===== src/design/sdram_map_pkg.sv =====
// Memory map constants shared by the download, client mapping, slot and bank controller blocks
package sdram_map_pkg;

    // Banks and read slots, one slot per bank
    localparam int bank_count = 4;

    // Bank select width
    localparam int ba_w = $clog2(bank_count);

    // Word address width inside one bank
    localparam int bank_aw = 12;

    // SDRAM data width
    localparam int word_w = 16;

    // Download byte address width
    localparam int ioctl_aw = 17;

    // Byte address width of the main and sound CPU clients
    localparam int cpu_aw = 13;

    // Download regions, byte addresses
    // Bank 0 starts at zero
    localparam logic [ioctl_aw-1:0] ba1_start  = 17'h02000;
    localparam logic [ioctl_aw-1:0] ba2_start  = 17'h04000;
    localparam logic [ioctl_aw-1:0] ba3_start  = 17'h06000;
    localparam logic [ioctl_aw-1:0] prom_start = 17'h08000;

    // First byte after the PROM region
    localparam logic [ioctl_aw-1:0] prom_end   = 17'h08300;

    // PROM target select lives in these bits of the PROM offset
    localparam int prom_sel_lsb = 8;

    // Cycles from ack to rdy in the bank controller
    localparam int read_lat = 3;

endpackage


===== src/design/client_map.sv =====
// Client mapper that places the four game clients onto the bank read slots
`timescale 1ns/10ps

module client_map (
    input  logic                               main_cs,
    input  logic [sdram_map_pkg::cpu_aw-1:0]   main_addr,
    input  logic                               snd_cs,
    input  logic [sdram_map_pkg::cpu_aw-1:0]   snd_addr,
    input  logic [sdram_map_pkg::bank_aw-1:0]  gfx_addr,
    input  logic                               obj_cs,
    input  logic [sdram_map_pkg::bank_aw-1:0]  obj_addr,
    input  logic                               lvbl,
    input  logic [sdram_map_pkg::bank_count-1:0][sdram_map_pkg::word_w-1:0] slot_dout,
    input  logic [sdram_map_pkg::bank_count-1:0] slot_ok,
    output logic [sdram_map_pkg::bank_count-1:0] slot_cs,
    output logic [sdram_map_pkg::bank_count-1:0][sdram_map_pkg::bank_aw-1:0] slot_addr,
    output logic [7:0]                         main_data,
    output logic                               main_ok,
    output logic [7:0]                         snd_data,
    output logic                               snd_ok,
    output logic [sdram_map_pkg::word_w-1:0]   gfx_data,
    output logic                               gfx_ok,
    output logic [sdram_map_pkg::word_w-1:0]   obj_data,
    output logic                               obj_ok
);
    import sdram_map_pkg::*;

    // Even byte address is the low half of the word
    function automatic logic [7:0] byte_sel(input logic [word_w-1:0] word, input logic odd);
        return odd ? word[15:8] : word[7:0];
    endfunction

    // Main CPU on bank 0
    assign slot_cs[0]   = main_cs;
    assign slot_addr[0] = main_addr[cpu_aw-1:1];
    assign main_data    = byte_sel(slot_dout[0], main_addr[0]);
    assign main_ok      = slot_ok[0];

    // Sound CPU on bank 1
    assign slot_cs[1]   = snd_cs;
    assign slot_addr[1] = snd_addr[cpu_aw-1:1];
    assign snd_data     = byte_sel(slot_dout[1], snd_addr[0]);
    assign snd_ok       = slot_ok[1];

    // Tiles fetch only during vertical blank
    assign slot_cs[2]   = lvbl;
    assign slot_addr[2] = gfx_addr;
    assign gfx_data     = slot_dout[2];
    assign gfx_ok       = slot_ok[2];

    // Objects on bank 3
    assign slot_cs[3]   = obj_cs;
    assign slot_addr[3] = obj_addr;
    assign obj_data     = slot_dout[3];
    assign obj_ok       = slot_ok[3];

endmodule


===== config.mk =====
export PLATFORM = sky130hd
export DESIGN_NAME = client_map
export DESIGN_NICKNAME = d
export VERILOG_FILES = /design/src/design/sdram_map_pkg.sv /design/src/design/client_map.sv
export SDC_FILE = /design/constraint.sdc
export NUM_CORES = 1
export LEC_CHECK = 0
export CAP_MARGIN = 15
export CORE_AREA = 5 5 86 88
export DETAILED_ROUTE_END_ITERATION = 10
export DIE_AREA = 0 0 91 93
export DONT_BUFFER_PORTS = 1
export PLACE_DENSITY = 0.33
export SYNTH_ARGS = -nofsm -noshare
export SYNTH_HDL_FRONTEND = slang
export SYNTH_SLANG_ARGS = --single-unit

===== constraint.sdc =====
create_clock -name vclk -period 1.1
set_clock_uncertainty 0.1 [all_clocks]
set_input_delay 0.11 -clock vclk [all_inputs]
set_output_delay 0.11 -clock vclk [all_outputs]
set_load 0.01 [all_outputs]

==> flow_summary.json <==
{
  "status": "complete, no violations",
  "ios": 226,
  "power.leakage_nw": 0.131,
  "path_cells": "mux2_4",
  "cp_max_fo": 8,
  "critPathLaunchType": "input pin",
  "drt_iter0_markers": 6,
  "maxCapViolCount": 0,
  "gp_congestion": 0.563,
  "area_growth_pct": -63.1,
  "synth_area_um2": 923,
  "avgSynthCellArea_um2": 8.71,
  "die_y_um": 93,
  "hp-class": "in2out",
  "portBuffers": 0,
  "synth.area.mux_share": 0.260,
  "path_delay_family": "multiplexers",
  "layout-drive-gt1-share": 1.00,
  "grt_pass1_wl_um": 2210,
  "tightest_slew_ns": 0.0678,
  "synth_xor_area_frac": 0,
  "timing.critical_path.buf_inv": 0,
  "synth_top_family_by_area": "buffers and inverters",
  "drc": 0,
  "grt.overflow.total": 0,
  "synth_compound_area_frac": 0,
  "synth_top_area_frac": 0.715,
  "powerDensity_mw_per_mm2": 344,
  "post-cts-setup-buffers": 0,
  "start_util": 0.141,
  "n_sequential_cell": 0,
  "track_usage": 0.0318,
  "hold_start": "slot_dout[32]",
  "fp.coreArea_mm2": 0.00657,
  "total_power_w": 0.000117,
  "regArea_um2": 0,
  "clkbuf_count": 0,
  "holdWs_ns": 0.120,
  "hold_viol": 0,
  "worstPathRequired_ns": 0.89,
  "cts_resized": 0,
  "dr_total_vias": 247,
  "final_cell_mix": "16 x mux2_4",
  "drt_wl_total_um": 1740,
  "die_w_um": 91,
  "vdd_drop_max_uv": 72.1,
  "final_common_cell": "mux2_4",
  "holdBufCountCts": 0,
  "min_period_over_period": 0.572,
  "nets": 140,
  "grt_pass1_vias": 323,
  "cp.depth": 1,
  "hold_end": "gfx_data[0]",
  "critPathSlowestCell": "mux2_4",
  "criticalPathCategory": "in2out",
  "worstPathArrival_ns": 0.42,
  "synth_warnings": 0,
  "synth_fp_nets": 228,
  "min_period_ns": 0.629,
  "synth.distinct_cells": 3,
  "finalSetupViolations": 0,
  "yosysTopAreaCell": "buf_4",
  "antenna_found_initial": 0,
  "timing.fmax_mhz": 1590,
  "synth-simple-area-share": 0,
  "holdPathStages": 0,
  "synth_adder_area_share": 0,
  "netlist_instances": 106,
  "slew_viol_final": 0,
  "via_per_inst": 2.57,
  "die_area_mm2": 0.00846,
  "drtPass1Iterations": 3,
  "rsz0062_at_grt": "no",
  "drtAntennaViolNets": 0,
  "endpoint_kind": "primary output",
  "wl_per_cell_um": 18.1,
  "grt_start_max_net_pins": 9,
  "rows": 30,
  "seq_area_frac_synth": 0,
  "synth_area_leaders": "buf_4 72%, mux2_4 26%, buf_6 2.4%",
  "antenna_cells": 0,
  "max_stage_delay_ns": 0.31,
  "tns_ns": 0,
  "slew-limit-headroom": 0.955
}
[worst max path at each step]
stage,from,endpoint,slack [ns]
2_1_floorplan,main_addr[0],main_data[0],0.34
3_3_place_gp,main_addr[0],main_data[3],0.47
3_5_place_dp,main_addr[0],main_data[3],0.47
4_1_cts,main_addr[0],main_data[3],0.47
5_1_grt,snd_addr[0],snd_data[3],0.47
6_report,snd_addr[0],snd_data[6],0.47
[logic make-up (layout without fill, tap and decap cells)]
kind of cell / count (synthesis) / after routing
buf+inv: 90 / 0
mux: 16 / 16
[area by class of cell]
cell class / instances / area (µm²)
well taps: 80 / 100
multi-input cells: 16 / 240
fillers: 748 / 6230
[power by group]
| part | total [W] | internal (W) | switching [W] |
|---|---|---|---|
| registers | 0 | 0 | 0 |
| clock network | 0 | 0 | 0 |
| logic | 0.000117 | 0.0000718 | 0.0000452 |
[synth_stat cells]
library cell,number
mux2_4,16
buf_4,88
buf_6,2
[per-stage QoR]
stage | area [µm²] | std cells | util | setup slack [ns]
2_1_floorplan | 923 | 106 | - | 0.339
3_3_place_gp | 340 | 96 | 0.0518 | 0.470
3_5_place_dp | 340 | 96 | 0.0518 | 0.471
4_1_cts | 340 | 96 | 0.0518 | 0.469
5_1_grt | 340 | 96 | 0.0518 | 0.466
6_report | 340 | 96 | 0.0518 | 0.471
[routing by layer]
layer | track usage | wire length (µm)
met4 | 0.0501 | 212
met5 | 0 | 0
met1 | 0.0300 | 458
met2 | 0.0343 | 751
met3 | 0.0233 | 317
Power figures use the tool's default switching activity.
