**src/design/sdram_map_pkg.sv**
```systemverilog
// Memory map constants shared by the download, client mapping, slot and bank controller blocks
package sdram_map_pkg;

    // Banks and read slots, one slot per bank
    localparam int bank_count = 4;

    // Bank select width
    localparam int ba_w = $clog2(bank_count);

    // Word address width inside one bank
    localparam int bank_aw = 12;

    // SDRAM data width
    localparam int word_w = 16;

    // Download byte address width
    localparam int ioctl_aw = 17;

    // Byte address width of the main and sound CPU clients
    localparam int cpu_aw = 13;

    // Download regions, byte addresses
    // Bank 0 starts at zero
    localparam logic [ioctl_aw-1:0] ba1_start  = 17'h02000;
    localparam logic [ioctl_aw-1:0] ba2_start  = 17'h04000;
    localparam logic [ioctl_aw-1:0] ba3_start  = 17'h06000;
    localparam logic [ioctl_aw-1:0] prom_start = 17'h08000;

    // First byte after the PROM region
    localparam logic [ioctl_aw-1:0] prom_end   = 17'h08300;

    // PROM target select lives in these bits of the PROM offset
    localparam int prom_sel_lsb = 8;

    // Cycles from ack to rdy in the bank controller
    localparam int read_lat = 3;

endpackage

```
**src/design/rom_slot.sv**
```systemverilog
// Single bank read slot with a one-word cache in front of the SDRAM request port
`timescale 1ns/10ps

module rom_slot (
    input  logic                               clk,
    input  logic                               arst_n,
    input  logic                               flush,
    input  logic                               cs,
    input  logic [sdram_map_pkg::bank_aw-1:0]  addr,
    input  logic                               sdram_ack,
    input  logic                               data_rdy,
    input  logic [sdram_map_pkg::word_w-1:0]   data_read,
    output logic [sdram_map_pkg::word_w-1:0]   dout,
    output logic                               ok,
    output logic                               sdram_rd,
    output logic [sdram_map_pkg::bank_aw-1:0]  sdram_addr
);
    import sdram_map_pkg::*;

    logic               valid;
    logic               pending;
    logic               hit;
    logic               miss;
    logic               start;
    logic [bank_aw-1:0] addr_q;
    logic [word_w-1:0]  data_q;

    assign hit   = valid && (addr == addr_q);
    assign miss  = cs && !hit;
    // One request at a time, none while the memory is being loaded
    assign start = miss && !pending && !flush;

    // Hit answers in the same cycle as cs
    assign ok         = cs && hit && !flush;
    assign dout       = data_q;
    assign sdram_addr = addr_q;

    always_ff @(posedge clk or negedge arst_n) begin
        if (!arst_n) begin
            valid    <= 1'b0;
            pending  <= 1'b0;
            sdram_rd <= 1'b0;
        end else begin
            if (sdram_ack) begin
                sdram_rd <= 1'b0;
            end
            if (data_rdy) begin
                pending <= 1'b0;
                valid   <= 1'b1;
            end
            if (start) begin
                valid    <= 1'b0;
                pending  <= 1'b1;
                sdram_rd <= 1'b1;
            end
            // Contents are stale once a download starts
            if (flush) begin
                valid <= 1'b0;
            end
        end
    end

    always_ff @(posedge clk) begin
        if (start) begin
            addr_q <= addr;
        end
        if (data_rdy) begin
            data_q <= data_read;
        end
    end

endmodule

```
**config.mk**
```make
export PLATFORM = sky130hd
export DESIGN_NAME = rom_slot
export DESIGN_NICKNAME = d
export VERILOG_FILES = /design/src/design/sdram_map_pkg.sv /design/src/design/rom_slot.sv
export SDC_FILE = /design/constraint.sdc
export NUM_CORES = 1
export LEC_CHECK = 0
export BUFFER_PORTS_ARGS = -buffer_cell sky130_fd_sc_hd__buf_2
export CORE_MARGIN = 5
export CORE_UTILIZATION = 42
export CTS_BUF_LIST = sky130_fd_sc_hd__clkbuf_16
export DETAILED_ROUTE_END_ITERATION = 12
export GPL_TIMING_DRIVEN = 1
export PLACE_DENSITY = 0.78
export SLEW_MARGIN = 10
export SYNTH_ARGS = -nofsm -noshare
export SYNTH_HDL_FRONTEND = slang
export SYNTH_SLANG_ARGS = --single-unit
export TNS_END_PERCENT = 100
```
**constraint.sdc**
```tcl
create_clock -name clk -period 2.6 [get_ports clk]
set_clock_uncertainty 0.15 [all_clocks]
set_input_delay 0.52 -clock clk [delete_from_list [all_inputs] [get_ports clk]]
set_output_delay 0.52 -clock clk [all_outputs]
set_load 0.02 [all_outputs]
```
==> flow_summary.ini <==
[status]
outcome = finished clean

[route]
drc_errors = 0
drt_wl_total_um = 2260
ant_nets = 0
dr.pass1.iters = 3
via_per_inst = 4.66
vias = 759
wl_per_cell_um = 13.9
drtIter0Drc = 14

[floorplan]
num_rows = 18
initial_core_util = 0.446
die-area_um2 = 3820
die_h_um = 61.8
dieWidth_um = 61.8
io_pins = 64
core_region_area_um2 = 2520

[clock_tree]
cts_tree = built
cts_resized = 0
cts-htree-levels = 2
cts.clk_slew.worst_paths_ns = 0.05
root_buffer = clkbuf_16
clock_latency_ns = 0.26
max-clock-path-buffers = 2
clkSinkCount = 31
cts_buffers = 5

[timing]
tns_ns = 0
maxSlewViolCount = 0
grt_setup_unrepaired = no
timing_worst_slew_pin_value_ns = 0.354
period_minus_slack_ns = 2.33
finalCritPeriodShare = 0.895
timing.slew.headroom = 0.764
whs_ns = 0.281
finalSetupViolations = 0
hold_viol = 0
fmax_mhz = 430

[placed_design]
dpl.cell_count = 154
dp_hpwl_um = 1830
numPortBuffers = 63
place_area_um2 = 1490
gp_congestion = 0.689

[setup_path]
r2r_start = sdram_addr[0]
cp-end-kind = output port
cp_cell_sequence = xnor2_1, nand4_1, nor4_2, nor3b_2, buf_2
cp.arrival_ns = 1.66
reg2regPathDepth = 6
cpPeakStageDelay_ns = 0.40
crit_path_max_fanout = 2
r2r_slack_ns = 0.76
cp.buffers_inverters = 1
cp-start-kind = flip-flop
crit_type = reg2out
r2r-end = sdram_addr[2]
cp_slowest_cell = edfxtp_1
path_delay_family = simple AND/OR/NAND/NOR gates
cp.required_ns = 1.93

[synth]
synth_nets = 93
syn_avg_cell_area_um2 = 19.1
synth_cell_types = 15
synth_cells = 59
ys_seq_area_frac = 0.813
yosys_warnings = 0
synth_top_area_frac = 0.747
yosys_register_bits = 31
netlist_top_cells_area = edfxtp_1 75%, xnor2_1 9.3%, dfrtp_1 6.7%, nand2b_1 1.1%, nand4_1 1.1%
netlist_area_um2 = 1130
yosys.area.top_type = edfxtp_1

[final_layout]
area_growth_pct = 45.8
layout.nets = 166
nFillCells = 198
design_area_um2 = 1640
diodes = 0
layout-drive-gt1-share = 0.556
final_cells = 163

[grt]
grt_use_total = 0.125
grt_remaining_overflow = 0
grt_pass1_vias = 773
antenna_found_initial = 0
grt_max_degree = 19
grt_pass1_wl_um = 3320

[power_and_ir_drop]
peakVddDrop_mv = 0.582
cellLeakagePower_nw = 0.698
p_per_area_nw_per_um2 = 760

[hold_path]
hp-class = in2reg
worstHoldPathCells = 1
holdPathEnd = dout[12]
hp-start = data_read[12]

[flow_run]
cap_violations = 0
==> routing by layer <==
metal / routed length, µm / track usage / vias to the layer above
met5: 0 / 0 / -
met4: 38 / 0.0758 / 0
met3: 319 / 0.0496 / 4
met2: 1000 / 0.194 / 50
met1: 896 / 0.145 / 336
li1: - / - / 369
==> registers in the layout, summed over array words and instances (netlist names) <==
signal / cells
dout: 16
sdram_addr: 12
pending: 1
sdram_rd: 1
valid: 1
==> repair_timing <==
action	CTS	global route
setup buffers	0	0
hold endpoints to repair	3	0
hold buffers	1	0
==> worst register-to-register path: cells and delay by family (launching register included) <==
kind | cells | cell delay (ns)
xor gates and xnor gates | 1 | 0.18
DFF | 1 | 0.40
buffers and inverters | 2 | 0.37
and+or+nand+nor | 3 | 0.49
==> layout make-up <==
type	instances	area (µm²)	area share
flip-flops and latches	31	916	0.558
repair buffers	66	340	0.207
multi-input cells	26	203	0.123
clock buffers	5	125	0.0762
well taps	30	37.5	0.0229
clock inverters	3	12.5	0.00762
inverters	2	7.51	0.00457
==> cells in the mapped netlist <==
cell type and number:
edfxtp_1 28, xnor2_1 12, dfrtp_1 3, inv_1 2
nand2b_1 2, nand4_1 2, nor2_1 2, nand2_1 1
nand3_1 1, nor3_1 1, nor3b_2 1, nor4_2 1
o31a_2 1, o31ai_1 1, o32ai_1 1
==> worst max path at each step <==
| stage | cells past startpoint | from | to | slack, ns |
|---|---|---|---|---|
| 2_1_floorplan | 4 | sdram_addr[8] | sdram_addr[0] | 0.32 |
| 6_report | 5 | sdram_addr[0] | ok | 0.27 |
| 4_1_cts | 5 | sdram_addr[0] | ok | 0.24 |
| 3_5_place_dp | 6 | addr[0] | ok | 0.34 |
| 3_3_place_gp | 6 | addr[11] | ok | 0.35 |
| 5_1_grt | 5 | sdram_addr[5] | ok | 0.17 |
==> per-stage QoR <==
stage,setup slack [ns],util,power (mW)
4_1_cts,0.243,0.651,1.26
3_5_place_dp,0.338,0.592,0.741
2_1_floorplan,0.320,-,0.672
5_1_grt,0.174,0.651,1.30
6_report,0.274,0.651,1.25
3_3_place_gp,0.353,0.592,0.736
==> logic make-up (layout without fill, tap and decap cells) <==
| group | count (synthesis) | count (layout) | share of synthesized area |
|---|---|---|---|
| AOI/OAI and AO/OA | 3 | 3 | 0.0233 |
| xor gates and xnor gates | 12 | 12 | 0.0933 |
| buffers and inverters | 2 | 76 | 0.00667 |
| DFF | 31 | 31 | 0.813 |
| and+or+nand+nor | 11 | 11 | 0.0633 |
==> where the power goes <==
group	internal [mW]	total (mW)	switching [mW]
registers	0.583	0.597	0.0134
clock network	0.344	0.517	0.173
logic	0.0551	0.133	0.0784
total	0.982	1.25	0.265
==> layout by cell type, fill, tap and decap left out, types with 2 or more instances in the layout <==
cell	count
clkbuf_16	5
buf_2	63
nand4_1	2
xnor2_1	12
inv_1	3
edfxtp_1	28
buf_4	2
dfrtp_1	3
nand2b_1	2
nor2_1	2
Note: power is estimated with default switching activity, not from simulation.
