`src/design/sdram_map_pkg.sv`:
```
// Memory map constants shared by the download, client mapping, slot and bank controller blocks
package sdram_map_pkg;

    // Banks and read slots, one slot per bank
    localparam int bank_count = 4;

    // Bank select width
    localparam int ba_w = $clog2(bank_count);

    // Word address width inside one bank
    localparam int bank_aw = 12;

    // SDRAM data width
    localparam int word_w = 16;

    // Download byte address width
    localparam int ioctl_aw = 17;

    // Byte address width of the main and sound CPU clients
    localparam int cpu_aw = 13;

    // Download regions, byte addresses
    // Bank 0 starts at zero
    localparam logic [ioctl_aw-1:0] ba1_start  = 17'h02000;
    localparam logic [ioctl_aw-1:0] ba2_start  = 17'h04000;
    localparam logic [ioctl_aw-1:0] ba3_start  = 17'h06000;
    localparam logic [ioctl_aw-1:0] prom_start = 17'h08000;

    // First byte after the PROM region
    localparam logic [ioctl_aw-1:0] prom_end   = 17'h08300;

    // PROM target select lives in these bits of the PROM offset
    localparam int prom_sel_lsb = 8;

    // Cycles from ack to rdy in the bank controller
    localparam int read_lat = 3;

endpackage

```
`src/design/rom_download.sv`:
```
// ROM download packer that turns the byte stream into bank word writes and PROM strobes
`timescale 1ns/10ps

module rom_download (
    input  logic                                clk,
    input  logic                                arst_n,
    input  logic                                downloading,
    input  logic [sdram_map_pkg::ioctl_aw-1:0]  ioctl_addr,
    input  logic [7:0]                          ioctl_dout,
    input  logic                                ioctl_wr,
    output logic                                prog_we,
    output logic [sdram_map_pkg::ba_w-1:0]      prog_ba,
    output logic [sdram_map_pkg::bank_aw-1:0]   prog_addr,
    output logic [sdram_map_pkg::word_w-1:0]    prog_data,
    output logic [1:0]                          prom_banks,
    output logic                                prom_prior_we
);
    import sdram_map_pkg::*;

    logic                wr_byte;
    logic                in_rom;
    logic                in_prom;
    logic [ba_w-1:0]     bank_sel;
    logic [ioctl_aw-1:0] region_start;
    logic [ioctl_aw-1:0] offset;
    logic [7:0]          low_byte;
    logic                prom_we;
    logic [1:0]          prom_sel;

    assign wr_byte = downloading && ioctl_wr;
    assign in_rom  = ioctl_addr < prom_start;
    assign in_prom = (ioctl_addr >= prom_start) && (ioctl_addr < prom_end);

    // Region decode, one subtractor serves banks and PROMs
    always_comb begin
        if (in_prom) begin
            bank_sel     = '0;
            region_start = prom_start;
        end else if (ioctl_addr >= ba3_start) begin
            bank_sel     = ba_w'(3);
            region_start = ba3_start;
        end else if (ioctl_addr >= ba2_start) begin
            bank_sel     = ba_w'(2);
            region_start = ba2_start;
        end else if (ioctl_addr >= ba1_start) begin
            bank_sel     = ba_w'(1);
            region_start = ba1_start;
        end else begin
            bank_sel     = '0;
            region_start = '0;
        end
    end

    assign offset = ioctl_addr - region_start;

    // Strobes, one cycle after the byte
    always_ff @(posedge clk or negedge arst_n) begin
        if (!arst_n) begin
            prog_we <= 1'b0;
            prom_we <= 1'b0;
        end else begin
            prog_we <= wr_byte && in_rom && ioctl_addr[0];
            prom_we <= wr_byte && in_prom;
        end
    end

    always_ff @(posedge clk) begin
        // Even byte waits for its partner
        if (wr_byte && !ioctl_addr[0]) begin
            low_byte <= ioctl_dout;
        end
        if (wr_byte && in_rom && ioctl_addr[0]) begin
            prog_data <= {ioctl_dout, low_byte};
            prog_ba   <= bank_sel;
            prog_addr <= offset[bank_aw:1];
        end
        if (wr_byte && in_prom) begin
            prom_sel <= offset[prom_sel_lsb+1:prom_sel_lsb];
        end
    end

    // PROM target decode, code 11 selects nothing
    assign prom_banks[0] = prom_we && (prom_sel == 2'b00);
    assign prom_banks[1] = prom_we && (prom_sel == 2'b01);
    assign prom_prior_we = prom_we && (prom_sel == 2'b10);

endmodule

```
`config.mk`:
```
export PLATFORM = sky130hd
export DESIGN_NAME = rom_download
export DESIGN_NICKNAME = d
export VERILOG_FILES = /design/src/design/sdram_map_pkg.sv /design/src/design/rom_download.sv
export SDC_FILE = /design/constraint.sdc
export NUM_CORES = 1
export LEC_CHECK = 0
export BUFFER_PORTS_ARGS = -buffer_cell sky130_fd_sc_hd__buf_2
export CAP_MARGIN = 20
export CORE_UTILIZATION = 44
export CTS_CLUSTER_DIAMETER = 120
export DETAILED_ROUTE_END_ITERATION = 8
export PLACE_DENSITY = 0.77
export SYNTH_ARGS = -nofsm -noshare
export SYNTH_HDL_FRONTEND = slang
export SYNTH_SLANG_ARGS = --single-unit
```
`constraint.sdc`:
```
create_clock -name clk -period 1.1 [get_ports clk]
set_clock_uncertainty 0.1 [all_clocks]
set_input_delay 0.22 -clock clk [delete_from_list [all_inputs] [get_ports clk]]
set_output_delay 0.22 -clock clk [all_outputs]
set_load 0.1 [all_outputs]
```
==> results.md, run 1 <==
- Root Driver: clkbuf_4
- Initial antenna violation count: 1
- Seq pwr share: 57.5%
- Pleak: just over 1 nW
- Req. time, crit path: 0.78 ns
- Setup crit end kind: primary output
- Min Tclk post-route: between 1.5 and 2 ns
- Switching pwr: 0.000711 W
- Via-to-Cell Ratio: 5.19
- Htree depth: 2
- Switching share of power: 22.7%
- Global-route wire length before repair: 6010 um
- Synth top area share: 89.3%
- Count of cell types in the netlist: 11
- Layout cell share with drive strength beyond 1: 55.8%
- Critical Path, Cell by Cell: nor3b_4, buf_12
- Worst hold path class: primary input to flip-flop
- Rows: 19
- Max cap viols: 0
- Cells after Synth: 57
- Avg Inst Size Synth: 23.6 sq um
- R2r setup slk: between 0.3 and 0.4 ns
- WHS Endpoint: prog_addr[10]$_DFFE_PP_
- Detailed-route via count: 966
- Slew Viols, Final: 0
- Outcome: complete, but fails checks
- Seq cells post-synth: 42
- Crit path arrival time: 1.32 ns
- Syn Std Cell Area: 0.00135 sq mm
- Mean routed wirelength per cell: 23.1 um
- Input/output buffers: 62
- Clock Power Share: a little under a third
- Final worst slack: -0.542 ns
- Failing checks: DRC, setup timing
- Num ports: 63
- Post-route ant nets: 0
- Startpoint Class: flip-flop
- Die W: 57.3 um
- Worst Min Path Start: ioctl_addr[11]
- Logic gate share of total power: 12.0%
- Placed cell count: between 150 and 200
- CTS Sinks: 42
- Final nets: ~180
- Area post-placement: 0.00233 sq mm
- Starting Density: 47.5%
- Core area: 0.00283 sq mm
- Fillers: 71
- Gr usage total: a little over a quarter
- Clock transition at path regs: between 0.1 and 0.15 ns
- Num CTS Buffers: 5
- Design area: 0.00263 sq mm
- Setup_tns: -7.52 ns
- Routability cong.: approximately 0.68
- Die Span Y: 57.3 um
- Syn Nets: 86
- Layout Area Growth over Synthesis: 95.6%
- Critical Path Max Stage Delay: ~0.48 ns
- Bufs on Longest Clock Path: 2
- Die area: 0.00328 sq mm
- RSZ-0062 raised after global routing: yes
- RR Startpoint: low_byte[6]$_DFFE_PP_
- Cell taking the most area after synthesis: edfxtp_1
- Tightest Pin Transition: 0.253 ns
- Internal power: 0.00243 W
- Area contributors post-synth: edfxtp_1 (89%), dfrtp_1 (3.7%), and3b_1 (1.3%)
- Final setup fails: 36
- Slew headroom: between 80% and 90%
- Final wirelength: 4300 um
- Final instance count without filler cells: 186
- Crit-path max FO: 3
- Worst reg2reg path depth: 0
- Fmax: 609 MHz
- VDD IR max: 1.06 mV
- First-pass DRT Iterations: 7
- RR Endpoint: prog_data[6]$_DFFE_PP_
- Crit share post-route: 149%
- Worst Hold Depth: 2
- Worst Path Class, Setup: flip-flop to primary output
- Overflow after GRT: 0
- Final HPWL DP: 2170 um
- Post-placement setup slack: -0.306 ns
- Yosys warns: 0
- Largest net degree at the start of global routing: 17
- Final hold violations: 0
- PD cells: 1190 mW/mm^2
- Initial DRC count: 66
- CTS tree: done
- Vias in the first global route: 1088
- Worst-Skew Late Latency: 0.33 ns
- Worst path slowest cell: edfxtp_1
- Register area share after synthesis: between 90% and 100%
- DRC viols: 11
==> logic make-up after synthesis <==
family | after synthesis | synth area share [%]
DFF | 42 | 93.0
and+or+nand+nor | 13 | 5.86
AOI/OAI and AO/OA | 2 | 1.12
==> synthesized netlist by cell type (all sizes together) <==
| cell | number |
|---|---|
| nand3 | 2 |
| nor2 | 4 |
| nand4 | 1 |
| and3b | 2 |
| nand2 | 1 |
| edfxtp | 40 |
| or2 | 1 |
| o21a | 2 |
| nor4 | 1 |
| nor3b | 1 |
| dfrtp | 2 |
==> routing by layer <==
layer	GRT usage [%]	vias to the layer above	wire [um]
li1	-	421	-
met1	27.3	475	1450
met2	53.9	64	2520
met3	5.44	6	251
met4	9.06	0	73
met5	0	-	0
==> power groups by stage <==
| stage | Clock, W | Combinational (W) | Sequential [W] |
|---|---|---|---|
| after global placement | 0 | 0.000289 | 0.00184 |
| after CTS | 0.000965 | 0.000355 | 0.00180 |
| final | 0.000956 | 0.000378 | 0.00180 |
| after detailed placement | 0 | 0.000298 | 0.00184 |
| after floorplan | 0 | 0.0000245 | 0.00194 |
| after global routing | 0.00102 | 0.000387 | 0.00181 |
==> cell type report <==
type | instances | area (sq um) | share of cell area (%)
clock inverter | 3 | 40.0 | 1.52
timing repair buffer | 89 | 1120 | 42.7
clock buffer | 5 | 37.5 | 1.43
antenna | 1 | 2.50 | 0.0951
tap | 31 | 38.8 | 1.47
multi-input combinational | 15 | 136 | 5.18
sequential | 42 | 1250 | 47.6
==> through the flow <==
step / utilization [%] / hold slack, ns / total power [W]
detailed placement: 82.2 / -0.0927 / 0.00214
global placement: 82.2 / -0.0914 / 0.00212
CTS: 92.0 / 0.0365 / 0.00312
finish: 93.0 / 0.0830 / 0.00314
floorplan: - / -0.176 / 0.00197
global route: 93.0 / 0.0776 / 0.00321
==> cell usage in the layout, fill, tap and decap left out, drive strengths merged, types with 2 or more instances in the layout <==
cell and instances:
o21a 2, edfxtp 40, buf 69, dlygate4sd3 20, dfrtp 2, and3b 2
nand3 2, clkinv 2, clkbuf 5, nor2 4
==> state kept, by name, summed over array words and instances (netlist names) <==
register and count:
prog_data 16, prog_addr 12, low_byte 8, prog_ba 2, prom_sel 2, prog_we 1, prom_we 1
==> critical path, delay by kind of cell (launching register included) <==
kind                   cells  cell delay, ns
buffers and inverters      1            0.21
flip-flops                 1            0.48
AND/OR/NAND/NOR            1            0.29
==> how the worst max path moves through the flow <==
| stage | start | end | slack (ns) | cells after the start |
|---|---|---|---|---|
| 6_report | prom_sel[0]$_DFFE_PP_ | prom_banks[0] | -0.54 | 2 |
| 5_1_grt | prom_sel[1]$_DFFE_PP_ | prom_banks[0] | -0.58 | 2 |
| 4_1_cts | prom_sel[0]$_DFFE_PP_ | prom_prior_we | -0.52 | 2 |
| 3_5_place_dp | ioctl_addr[16] | prom_sel[1]$_DFFE_PP_ | -0.31 | 4 |
| 3_3_place_gp | ioctl_addr[16] | prom_sel[1]$_DFFE_PP_ | -0.22 | 4 |
| 2_1_floorplan | prom_sel[1]$_DFFE_PP_ | prom_banks[0] | -0.50 | 1 |
==> timing repair <==
action                                  4_1_cts  5_1_grt
endpoints found under the hold margin        31        0
pin swaps                                     0        4
endpoints found under the setup margin       34       36
buffers inserted                              0        1
gates resized for setup                       0        5
hold buffers                                 20        0
(Power assumes the default switching activity.)
==> run 2, diff against run 1 <==
==> constraint.sdc (replaced) <==
create_clock -name clk -period 1.1 [get_ports clk]
set_clock_uncertainty 0.1 [all_clocks]
set_input_delay 0.275 -clock clk [delete_from_list [all_inputs] [get_ports clk]]
set_output_delay 0.275 -clock clk [all_outputs]
set_load 0.1 [all_outputs]
==> run 2 against run 1 <==
Compared with the run above:
- the flow still finishes with violations (DRC, setup timing)
- cell area shrank 1.1%
- via count fell by 4.2%
- clock-buffer cell count did not move
- wire length is 7.6% lower
- global-route usage down 2.7 points
- critical path depth unchanged
- sequential cell count is the same
- non-clock buffer count fell by 3
==> results.md, run 2 (synthesized netlist as in run 1, its figures left out) <==
- Seq pwr share: a little under three fifths
- CTS tree: done
- Final HPWL DP: 2170 um
- Rows: 19
- Outcome: complete, but fails checks
- Die W: 57.3 um
- CP startpoint: prom_sel[1]$_DFFE_PP_
- Largest net degree at the start of global routing: 17
- Mean routed wirelength per cell: about 22 um
- Logic gate share of total power: 11.6%
- Tightest Pin Transition: between 0.2 and 0.25 ns
- Switching share of power: 22.9%
- Routability cong.: 0.678
- RR Endpoint: prog_data[4]$_DFFE_PP_
- Starting Density: 47.5%
- DRC viols: 5
- Min Tclk post-route: 1.70 ns
- Fmax: 587 MHz
- Req. time, crit path: 0.72 ns
- Switching pwr: ~0.0007 W
- Crit path arrival time: 1.33 ns
- Num ports: 63
- Crit path to: prom_banks[1]
- Max cap viols: 0
- Final hold violations: 0
- Post-placement setup slack: -0.361 ns
- WHS: 0.0320 ns
- Worst Hold Depth: 1
- Gr usage total: 24.3%
- Core area: 0.00283 sq mm
- Pleak: just over 1 nW
- Setup crit end kind: primary output
- Most frequent cells in the layout: edfxtp_1 (40), buf_12 (37), buf_2 (26)
- Via-to-Cell Ratio: 5.05
- Layout cell share with drive strength beyond 1: between 50% and 60%
- Post-route ant nets: 0
- RR Startpoint: low_byte[4]$_DFFE_PP_
- Die Span Y: 57.3 um
- Slew headroom: 85.9%
- Worst reg2reg path depth: 0
- Worst hold path class: primary input to flip-flop
- Clock Power Share: 30.9%
- Bufs on Longest Clock Path: 2
- Global-route wire length before repair: 5290 um
- Root Driver: clkbuf_4
- Most common cell after layout, fill and taps aside: edfxtp_1
- Crit-path max FO: 3
- Worst-Skew Late Latency: 0.35 ns
- Overflow after GRT: 0
- Final nets: about 180
- Input/output buffers: 62
- Final worst slack: -0.602 ns
- Crit share post-route: 155%
- Largest reg by FF count: prog_data
- R2r setup slk: 0.32 ns
- Final wirelength: 3970 um
- Regs by FF count: prog_data: 16 flops, prog_addr: 12 flops, low_byte: 8 flops
- Startpoint Class: flip-flop
- Detailed-route via count: 925
- PD cells: 1210 mW/mm^2
- VDD IR max: 0.954 mV
- Layout Area Growth over Synthesis: 93.5%
- Number of flip-flops in the largest register: 16
- Num CTS Buffers: 5
- Failing checks: DRC, setup timing
- RSZ-0062 raised after global routing: yes
- Htree depth: 2
- Initial DRC count: 33
- Final setup fails: 34
- Internal power: roughly 0.0024 W
- Clock transition at path regs: 0.12 ns
- Slew Viols, Final: 0
- First-pass DRT Iterations: 9
- Die area: 0.00328 sq mm
- Vias in the first global route: 989
- Worst Path Class, Setup: flip-flop to primary output
- Initial antenna violation count: 1
- CTS Sinks: 42
## run 2: cell count changes in the layout (fill, tap and decap cells not counted)
cell / previous run / this run
buf_6: 2 / 1
dlygate4sd3_1: 20 / 16
buf_8: 0 / 1
buf_4: 4 / 5
## run 2: critical path, cell delays in order, from the launching register on
cell,delay (ns)
edfxtp_1,0.49
and3b_2,0.31
buf_12,0.18
## run 2: worst min-delay path by stage
stage	endpoint	startpoint	slack [ns]
final	prom_sel[1]$_DFFE_PP_	ioctl_addr[9]	0.03
after global routing	prom_sel[1]$_DFFE_PP_	ioctl_addr[9]	-0.0001
after CTS	prog_addr[9]$_DFFE_PP_	ioctl_addr[10]	0.006
after detailed placement	prom_we$_DFF_PN0_	arst_n	-0.04
after global placement	prom_we$_DFF_PN0_	arst_n	-0.04
after floorplan	prog_we$_DFF_PN0_	arst_n	-0.12
## run 2: power groups by stage
stage               Clock [W]  Combinational, W  Sequential (W)
CTS                  0.000965          0.000341         0.00180
global route          0.00105          0.000374         0.00181
detailed placement          0          0.000298         0.00184
finish               0.000971          0.000365         0.00180
floorplan                   0         0.0000245         0.00194
global placement            0          0.000289         0.00184
## run 2: final cells by class
class                   count  area [sq um]
diodes                      1          2.50
clock buffers               5          37.5
clock inverters             3          40.0
fillers                    81           226
multi-input cells          15           136
flip-flops and latches     42          1250
well taps                  31          38.8
repair buffers             86          1090
## run 2: timing repair
action / 4_1_cts / 5_1_grt
resized for setup: 0 / 6
pin swaps: 0 / 3
endpoints found under the hold margin: 23 / 1
endpoints found under the setup margin: 34 / 36
hold buffers: 15 / 1
buffers inserted: 0 / 2
## run 2: layer usage
layer	up-vias	part of all wire, %	GRT usage [%]
li1	417	-	-
met1	457	33	22.3
met2	41	61	48.6
met3	10	3.2	4.31
met4	0	2.8	14.3
met5	-	0	0
## run 2: metrics by stage
step	utilization (%)	TNS, ns	std cells	total power, W	instance area (sq um)
finish	92.0	-9.90	183	0.00314	2600
global route	92.0	-11.33	183	0.00323	2600
CTS	90.3	-10.05	179	0.00311	2550
detailed placement	82.2	-11.30	156	0.00214	2330
global placement	82.2	-9.62	156	0.00212	2330
floorplan	-	-19.07	57	0.00197	1380
